[src/source/debug_pkg.sv]
package debug_pkg;

    // One byte on the UART link
    typedef logic [7:0] byte_t;

    // Host command codes as sent over the UART
    typedef enum logic [7:0] {
        CMD_WRITE_PROGRAM = 8'd1,
        CMD_START         = 8'd2,
        CMD_STEP_MODE     = 8'd3,
        CMD_SEND_RB       = 8'd4,  // Register bank dump
        CMD_SEND_DM       = 8'd5,  // Data memory dump
        CMD_SEND_PC       = 8'd6,
        CMD_STEP          = 8'd7,
        CMD_CONTINUE      = 8'd8   // Leave step mode, run freely
    } cmd_e;

    // Program size in bytes for one load
    localparam int IM_DEPTH = 256;

    typedef logic [7:0] im_addr_t;

    // Write port toward the instruction memory
    typedef struct packed {
        logic     enable;
        im_addr_t address;
        byte_t    data;
    } im_write_t;

    // Sequencer states
    typedef enum logic [2:0] {
        ST_IDLE,
        ST_LOAD,       // Taking program bytes
        ST_READY,      // Program loaded, waiting for start
        ST_RUN,
        ST_STEP_MODE,
        ST_DUMP        // One channel streaming to the UART
    } seq_state_e;

endpackage

[src/source/dump_pkg.sv]
package dump_pkg;

    // Datapath word and dump addressing
    typedef logic [31:0] word_t;
    typedef logic [4:0]  dump_addr_t;

    // Byte position inside a word, 0 is the MSB
    typedef logic [1:0] byte_sel_t;

    // Dump channels, in the order a step dump walks them
    localparam int N_CHANNELS = 3;
    typedef logic [$clog2(N_CHANNELS)-1:0] ch_idx_t;

    localparam ch_idx_t CH_PC = ch_idx_t'(0);
    localparam ch_idx_t CH_DM = ch_idx_t'(1);
    localparam ch_idx_t CH_RB = ch_idx_t'(2);

    // Words per channel: PC, DM, RB
    localparam int CHANNEL_DEPTH [N_CHANNELS] = '{1, 32, 32};

    // One byte offered by a channel to the transmit side
    typedef struct packed {
        logic             valid;
        debug_pkg::byte_t data;
    } byte_offer_t;

    // Transmitter buffering, in bytes
    localparam int TX_CREDITS = 1;
    localparam int CREDIT_W   = $clog2(TX_CREDITS + 1);
    typedef logic [CREDIT_W-1:0] credit_t;

endpackage

[src/source/command_sequencer.sv]
`timescale 1ns/1ps

module command_sequencer (
    input  logic                            i_clock,
    input  logic                            i_reset,
    input  logic                            i_rx_done,
    input  debug_pkg::byte_t                i_rx_data,
    input  logic                            i_halt,
    input  logic [dump_pkg::N_CHANNELS-1:0] i_dump_done,
    output logic [dump_pkg::N_CHANNELS-1:0] o_dump_start,
    output debug_pkg::im_write_t            o_im_write,
    output logic                            o_run_enable,
    output logic                            o_step_mode,
    output logic                            o_step,
    output logic                            o_dump_dm
);
    import debug_pkg::*;
    import dump_pkg::*;

    seq_state_e state;
    im_addr_t   load_addr;       // Next program byte address
    ch_idx_t    dump_ch;         // Channel currently streaming
    ch_idx_t    next_ch;
    logic       dump_from_step;  // Chain PC, DM, RB and go back to step mode
    cmd_e       cmd;

    assign cmd     = cmd_e'(i_rx_data);
    assign next_ch = dump_ch + 1'b1;

    always_ff @(posedge i_clock) begin
        if (i_reset) begin
            state          <= ST_IDLE;
            load_addr      <= '0;
            dump_ch        <= CH_PC;
            dump_from_step <= 1'b0;
            o_dump_start   <= '0;
            o_im_write     <= '0;
            o_run_enable   <= 1'b0;
            o_step_mode    <= 1'b0;
            o_step         <= 1'b0;
            o_dump_dm      <= 1'b0;
        end else begin
            // Pulses last one cycle
            o_dump_start      <= '0;
            o_im_write.enable <= 1'b0;
            o_step            <= 1'b0;

            case (state)
                ST_IDLE: begin
                    if (i_rx_done) begin
                        dump_from_step <= 1'b0;
                        case (cmd)
                            CMD_WRITE_PROGRAM: begin
                                state     <= ST_LOAD;
                                load_addr <= '0;
                            end
                            CMD_SEND_PC: begin
                                state                <= ST_DUMP;
                                dump_ch              <= CH_PC;
                                o_dump_start[CH_PC]  <= 1'b1;
                            end
                            CMD_SEND_DM: begin
                                state                <= ST_DUMP;
                                dump_ch              <= CH_DM;
                                o_dump_start[CH_DM]  <= 1'b1;
                                o_dump_dm            <= 1'b1;  // Memory address from us
                            end
                            CMD_SEND_RB: begin
                                state                <= ST_DUMP;
                                dump_ch              <= CH_RB;
                                o_dump_start[CH_RB]  <= 1'b1;
                            end
                            default: ;
                        endcase
                    end
                end

                ST_LOAD: begin
                    if (i_rx_done) begin
                        o_im_write <= '{enable: 1'b1, address: load_addr, data: i_rx_data};
                        load_addr  <= load_addr + 1'b1;
                        if (load_addr == im_addr_t'(IM_DEPTH - 1)) begin
                            state <= ST_READY;
                        end
                    end
                end

                ST_READY: begin
                    if (i_rx_done && cmd == CMD_START) begin
                        state        <= ST_RUN;
                        o_run_enable <= 1'b1;
                    end else if (i_rx_done && cmd == CMD_STEP_MODE) begin
                        state        <= ST_STEP_MODE;
                        o_run_enable <= 1'b1;
                        o_step_mode  <= 1'b1;
                    end
                end

                ST_RUN: begin
                    if (i_halt) begin
                        state        <= ST_IDLE;
                        o_run_enable <= 1'b0;
                    end
                end

                ST_STEP_MODE: begin
                    if (i_halt) begin
                        state        <= ST_IDLE;
                        o_run_enable <= 1'b0;
                        o_step_mode  <= 1'b0;
                    end else if (o_step) begin
                        // Step has been issued, freeze and dump
                        state               <= ST_DUMP;
                        o_run_enable        <= 1'b0;
                        dump_from_step      <= 1'b1;
                        dump_ch             <= CH_PC;
                        o_dump_start[CH_PC] <= 1'b1;
                    end else if (i_rx_done && cmd == CMD_STEP) begin
                        o_step <= 1'b1;
                    end else if (i_rx_done && cmd == CMD_CONTINUE) begin
                        state       <= ST_RUN;
                        o_step_mode <= 1'b0;
                    end
                end

                ST_DUMP: begin
                    if (i_dump_done[dump_ch]) begin
                        o_dump_dm <= 1'b0;
                        if (dump_from_step && dump_ch != CH_RB) begin
                            dump_ch               <= next_ch;
                            o_dump_start[next_ch] <= 1'b1;
                            o_dump_dm             <= (next_ch == CH_DM);
                        end else if (dump_from_step) begin
                            state        <= ST_STEP_MODE;
                            o_run_enable <= 1'b1;
                        end else begin
                            state <= ST_IDLE;
                        end
                    end
                end

                default: state <= ST_IDLE;
            endcase
        end
    end

endmodule

[src/source/debug_unit.sv]
`timescale 1ns/1ps

module debug_unit (
    input  logic                 i_clock,
    input  logic                 i_reset,

    // UART receiver
    input  logic                 i_rx_done,
    input  debug_pkg::byte_t     i_rx_data,

    // UART transmitter
    output logic                 o_tx_start,
    output debug_pkg::byte_t     o_tx_data,
    input  logic                 i_tx_done,

    // Datapath control
    input  logic                 i_halt,
    output logic                 o_run_enable,
    output logic                 o_step_mode,
    output logic                 o_step,

    // Memory side
    output debug_pkg::im_write_t o_im_write,
    output dump_pkg::dump_addr_t o_dm_addr,
    output dump_pkg::dump_addr_t o_rb_addr,
    output logic                 o_dump_dm,
    input  dump_pkg::word_t      i_pc_value,
    input  dump_pkg::word_t      i_dm_data,
    input  dump_pkg::word_t      i_rb_data
);
    import dump_pkg::*;

    logic [N_CHANNELS-1:0] dump_start;
    logic [N_CHANNELS-1:0] dump_done;
    logic [N_CHANNELS-1:0] accept;
    byte_offer_t           ch_offer [N_CHANNELS];
    dump_addr_t            ch_addr  [N_CHANNELS];
    word_t                 ch_word  [N_CHANNELS];

    // Word source behind each channel
    assign ch_word[CH_PC] = i_pc_value;
    assign ch_word[CH_DM] = i_dm_data;
    assign ch_word[CH_RB] = i_rb_data;

    assign o_dm_addr = ch_addr[CH_DM];
    assign o_rb_addr = ch_addr[CH_RB];  // PC channel address goes nowhere

    command_sequencer u_sequencer (
        .i_clock      (i_clock),
        .i_reset      (i_reset),
        .i_rx_done    (i_rx_done),
        .i_rx_data    (i_rx_data),
        .i_halt       (i_halt),
        .i_dump_done  (dump_done),
        .o_dump_start (dump_start),
        .o_im_write   (o_im_write),
        .o_run_enable (o_run_enable),
        .o_step_mode  (o_step_mode),
        .o_step       (o_step),
        .o_dump_dm    (o_dump_dm)
    );

    for (genvar ch = 0; ch < N_CHANNELS; ch++) begin : g_channel
        word_dump_channel #(
            .DEPTH (CHANNEL_DEPTH[ch])
        ) u_channel (
            .i_clock  (i_clock),
            .i_reset  (i_reset),
            .i_start  (dump_start[ch]),
            .i_word   (ch_word[ch]),
            .i_accept (accept[ch]),
            .o_addr   (ch_addr[ch]),
            .o_offer  (ch_offer[ch]),
            .o_done   (dump_done[ch])
        );
    end

    tx_credit_mux u_tx_mux (
        .i_clock    (i_clock),
        .i_reset    (i_reset),
        .i_offers   (ch_offer),
        .i_tx_done  (i_tx_done),
        .o_accept   (accept),
        .o_tx_start (o_tx_start),
        .o_tx_data  (o_tx_data)
    );

endmodule

[src/source/tx_credit_mux.sv]
`timescale 1ns/1ps

module tx_credit_mux (
    input  logic                            i_clock,
    input  logic                            i_reset,
    input  dump_pkg::byte_offer_t           i_offers [dump_pkg::N_CHANNELS],
    input  logic                            i_tx_done,
    output logic [dump_pkg::N_CHANNELS-1:0] o_accept,
    output logic                            o_tx_start,
    output debug_pkg::byte_t                o_tx_data
);
    import debug_pkg::*;
    import dump_pkg::*;

    credit_t credits;     // Free slots in the transmitter
    logic    pick_valid;
    ch_idx_t pick_ch;
    byte_t   pick_data;
    logic    issue;

    // Lowest index wins, only one channel is active at a time anyway
    always_comb begin
        pick_valid = 1'b0;
        pick_ch    = '0;
        for (int ch = N_CHANNELS - 1; ch >= 0; ch--) begin
            if (i_offers[ch].valid) begin
                pick_valid = 1'b1;
                pick_ch    = ch_idx_t'(ch);
            end
        end
    end

    assign pick_data = i_offers[pick_ch].data;
    assign issue     = pick_valid && (credits != '0);

    always_comb begin
        o_accept          = '0;
        o_accept[pick_ch] = issue;
    end

    always_ff @(posedge i_clock) begin
        if (i_reset) begin
            credits    <= credit_t'(TX_CREDITS);
            o_tx_start <= 1'b0;
            o_tx_data  <= '0;
        end else begin
            o_tx_start <= issue;
            if (issue) begin
                o_tx_data <= pick_data;
            end
            // Spend on issue, get back on tx done
            case ({issue, i_tx_done})
                2'b10:   credits <= credits - 1'b1;
                2'b01:   credits <= credits + 1'b1;
                default: ;
            endcase
        end
    end

endmodule

[src/source/word_dump_channel.sv]
`timescale 1ns/1ps

module word_dump_channel #(
    parameter int DEPTH = 1  // Words to dump, 1 to 32
) (
    input  logic                 i_clock,
    input  logic                 i_reset,
    input  logic                 i_start,
    input  dump_pkg::word_t      i_word,
    input  logic                 i_accept,
    output dump_pkg::dump_addr_t o_addr,
    output dump_pkg::byte_offer_t o_offer,
    output logic                 o_done
);
    import dump_pkg::*;

    logic       busy;
    dump_addr_t addr;
    byte_sel_t  byte_sel;
    logic       last_byte;

    assign last_byte = (byte_sel == 2'd3) && (addr == dump_addr_t'(DEPTH - 1));
    assign o_addr    = addr;

    // Byte 0 is bits 31:24
    always_comb begin
        o_offer.valid = busy;
        o_offer.data  = busy ? i_word[8 * (3 - byte_sel) +: 8] : '0;
    end

    always_ff @(posedge i_clock) begin
        if (i_reset) begin
            busy     <= 1'b0;
            addr     <= '0;
            byte_sel <= '0;
            o_done   <= 1'b0;
        end else begin
            o_done <= 1'b0;
            if (i_start && !busy) begin
                busy     <= 1'b1;
                addr     <= '0;
                byte_sel <= '0;
            end else if (busy && i_accept) begin
                byte_sel <= byte_sel + 1'b1;  // Wraps after byte 3
                if (byte_sel == 2'd3) begin
                    addr <= addr + 1'b1;
                end
                if (last_byte) begin
                    busy   <= 1'b0;
                    addr   <= '0;
                    o_done <= 1'b1;
                end
            end
        end
    end

endmodule

[config.mk]
export PLATFORM = sky130hd
export DESIGN_NAME = debug_unit
export DESIGN_NICKNAME = d
export VERILOG_FILES = /design/src/source/debug_pkg.sv /design/src/source/dump_pkg.sv /design/src/source/command_sequencer.sv /design/src/source/debug_unit.sv /design/src/source/tx_credit_mux.sv /design/src/source/word_dump_channel.sv
export SDC_FILE = /design/constraint.sdc
export NUM_CORES = 1
export LEC_CHECK = 0
export ABC_AREA = 0
export ABC_CLOCK_PERIOD_IN_PS = 5300
export BUFFER_PORTS_ARGS = -buffer_cell sky130_fd_sc_hd__clkbuf_2
export CORE_ASPECT_RATIO = 0.5
export CORE_MARGIN = 2
export CORE_UTILIZATION = 55
export CTS_CLUSTER_SIZE = 40
export DETAILED_ROUTE_END_ITERATION = 6
export PLACE_DENSITY = 0.91
export SYNTH_ARGS = -nofsm -noshare
export SYNTH_HDL_FRONTEND = slang
export SYNTH_SLANG_ARGS = --single-unit
[constraint.sdc]
create_clock -name i_clock -period 5.3 [get_ports i_clock]
set_input_delay 0.53 -clock i_clock [delete_from_list [all_inputs] [get_ports i_clock]]
set_output_delay 0.53 -clock i_clock [all_outputs]
set_load 0.01 [all_outputs]
==> flow_metrics.env <==
export IMPL_antenna_found_initial=0
export IMPL_max_freq_ghz=0.370
export IMPL_dieArea_sq_mm=0.00875
export IMPL_crit_type="reg2reg"
export IMPL_finalSetupTns_ns=0
export IMPL_initial_core_util_pct=58.4
export IMPL_rsz0062_at_grt="no"
export IMPL_tightest_slew_ns=1.14
export IMPL_avgSynthCellArea_sq_um=8.95
export IMPL_clkTransAtPathRegs_ns=0.06
export IMPL_cts_resized=0
export IMPL_grtUsageTotal_pct=27.7
export IMPL_syn2layout_area_growth_pct=21.7
export IMPL_p_per_area_mw_per_mm2=237
export IMPL_fillers=580
export IMPL_period_minus_slack_ns=2.70
export IMPL_top_layer_used="met4"
export IMPL_syn_cell_area_sq_mm=0.00439
export IMPL_dr_first_iter_drc_count=587
export IMPL_die_y_microns=67.2
export IMPL_power_leakage_uw=0.00219
export IMPL_nets=731
export IMPL_htree_levels=3
export IMPL_cp_arrival_ns=2.96
export IMPL_path_cells="nor4bb_1, nand2_1, a21oi_1, nand2_1, a21oi_1"
export IMPL_syn_inst=490
export IMPL_postCtsSetupRepairBufs=0
export IMPL_grt_pass1_wl_microns=18500
export IMPL_async_reset_ff_share_pct=0
export IMPL_regArea_sq_mm=0.00150
export IMPL_grt_pass1_vias=3887
export IMPL_hold_class="in2reg"
export IMPL_hold_viol=0
export IMPL_io_buffers=148
export IMPL_ant_nets=0
export IMPL_rows=22
export IMPL_ys_types=63
export IMPL_ys_seq_area_share_pct=34.2
export IMPL_cp_data_required_time_ns=5.56
export IMPL_grt_ovfl_total=0
export IMPL_cts_tree="yes"
export IMPL_synth_flop_cell="dfxtp_1"
export IMPL_clock_latency_ns=0.34
export IMPL_grt_max_degree=39
export IMPL_reg2reg_depth=5
export IMPL_gp_congestion=0.927
export IMPL_cp_slowest_cell="nor4bb_1"
export IMPL_yosysWarnings=0
export IMPL_min_delay_path_depth=3
export IMPL_via_per_inst=5.93
export IMPL_cts_root_buffer="clkbuf_16"
export IMPL_worst_path_max_fanout=29
export IMPL_wl_met2_microns=5820
export IMPL_clock_sinks=75
export IMPL_n_antenna_cell=0
export IMPL_numCtsBuffers=9
export IMPL_fin_crit_sh_pct=51.0
export IMPL_cts_hold_buf=0
export IMPL_cp_end_kind="flip-flop"
export IMPL_placed_area_sq_mm=0.00504
export IMPL_clk_path_buf_depth=2
export IMPL_multi_input_area_sq_mm=0.00262
export IMPL_slew_viol_final=0
export IMPL_route_detailed_drc=0
export IMPL_finalPower_uw=1260
export IMPL_cp_top_family="simple AND/OR/NAND/NOR gates"
export IMPL_path_buf_inv=0
export IMPL_ir_drop_mv=0.190
export IMPL_worstSetupStartpointType="flip-flop"
export IMPL_fin_area_sq_mm=0.00534
export IMPL_critical_path_depth=5
export IMPL_critPathMaxStageDelay_ns=1.07
export IMPL_die_w_microns=130
export IMPL_finalSetupViolCount=0
export IMPL_finClkSkew_ns=0.00728
export IMPL_relSlewSlack_pct=23.0
export IMPL_synth_nets=615
export IMPL_status="finished, final reports clean"
export IMPL_synth_seq_cells=75
export IMPL_synth_edf_count=0
export IMPL_core_sq_mm=0.00751
export IMPL_drive_above_1_share_pct=32.7
export IMPL_wl_met1_microns=4940
export IMPL_wl_microns=12100
export IMPL_wl_per_cell_microns=16.8
export IMPL_ios=149
export IMPL_max_cap_violations=0
export IMPL_dp_hpwl_microns=9170
export IMPL_vias=4265
export IMPL_met3WireLength_microns=1190
export IMPL_drtPass1Iterations=6
## synthesized netlist by cell type, types with 3 or more instances
cell	instances	area share, %
buf_2	3	0.34
a21oi_1	42	4.8
nor3b_1	6	1.0
a22o_1	8	1.6
nand2_1	66	5.6
o21ai_0	20	2.3
mux2i_1	7	1.6
mux4_2	24	12
a22oi_1	8	1.4
a31oi_1	7	1.0
buf_1	4	0.34
dfxtp_1	75	34
nand2b_1	7	1.0
xor2_1	9	1.8
and2_1	7	1.0
xnor2_1	5	1.0
nor2_1	36	3.1
nand4_1	6	0.86
nand3_1	8	0.91
buf_4	10	1.7
and3_1	6	0.86
o211ai_1	3	0.51
inv_1	11	0.94
a311oi_1	3	0.60
nor3_1	6	0.68
clkbuf_1	24	2.1
nand3b_1	4	0.68
nor4_1	4	0.57
ha_1	16	4.6
nor2b_1	6	0.86
## kinds of logic after synthesis
family          Yosys count  share of synthesized area, %
mux                      32                          14.2
buf+inv                  55                          5.99
xor+xnor                 14                          2.80
flops                    75                          34.2
simple gates            179                          20.6
fa+ha+maj                16                          4.56
compound gates          119                          17.6
## through the flow
| step | setup slack, ns | std cells | hold WS [ns] | utilization (%) |
|---|---|---|---|---|
| 2_1_floorplan | 2.99 | 490 | 0.450 | - |
| 3_3_place_gp | 2.88 | 703 | 0.444 | 67.1 |
| 3_5_place_dp | 2.73 | 703 | 0.449 | 67.1 |
| 4_1_cts | 2.67 | 719 | 0.431 | 71.0 |
| 5_1_grt | 2.30 | 719 | 0.461 | 71.0 |
| 6_report | 2.60 | 719 | 0.448 | 71.0 |
## report_power, final
group	switching [uW]	total, uW	internal, uW	leakage [uW]
clock	233	597	364	0.000139
sequential	4.87	571	566	0.000604
combinational	46.3	97.1	50.8	0.00145
## final timing paths
path | from | end | slack, ns
max | g_channel[0].u_channel.busy | g_channel[2].u_channel.o_addr[3] | 2.60
min | i_rx_data[5] | u_sequencer.o_im_write[5] | 0.45
max reg2reg | g_channel[0].u_channel.busy | g_channel[2].u_channel.o_addr[3] | 2.60
min reg2reg | u_sequencer.o_im_write[7] | u_sequencer.o_im_write[7] | 0.46
## sequential cells by signal, summed over array words and instances (netlist names), 2 cells and up
register and cells:
u_sequencer.dump_ch 2, u_sequencer.state 3, u_sequencer.o_im_write 17, g_channel.u_channel.o_addr 15, g_channel.u_channel.byte_sel 6, u_sequencer.load_addr 8, u_sequencer.o_dump_start 3, g_channel.u_channel.busy 3
u_tx_mux.o_tx_data 8, g_channel.u_channel.o_done 3
## placed cells by master, fill, tap and decap left out, drive strengths merged, types with 3 or more instances in the layout
cell type  instances
ha                16
inv               12
nand3b             4
nor3               7
o21ai             22
xor2               9
o31ai              3
nor4               5
nor2b              6
a22oi              8
and3               6
a211oi             4
nand4              6
a31oi              7
and2               7
clkbuf           158
clkinv             3
mux4              24
nor2              36
nand2             66
nand2b             7
mux2i              7
a311oi             3
xnor2              5
dfxtp             75
o211ai             3
nor3b              6
a22o               8
nand3              8
a21oi             42
## area by class of cell
cell class | instances | area share, %
clock buffer | 10 | 4.29
clock inverter | 6 | 1.20
inverter | 12 | 0.844
multi-input combinational | 360 | 49.1
sequential | 75 | 28.1
tap | 108 | 2.53
timing repair buffer | 148 | 13.9
## per-layer routing
metal  vias up  global-route usage (%)
li1       2014                       -
met4         0                    7.26
met1      2010                    34.6
met5         -                       0
met2       218                    46.9
met3        23                    9.03
## worst reg2reg max path, cell delays in order, from the launching register on
cell and delay [ns]:
dfxtp_1 0.60, nor4bb_1 1.07, nand2_1 0.34, a21oi_1 0.36
nand2_1 0.11, a21oi_1 0.16
No activity file was read; power rests on OpenSTA's default activity.
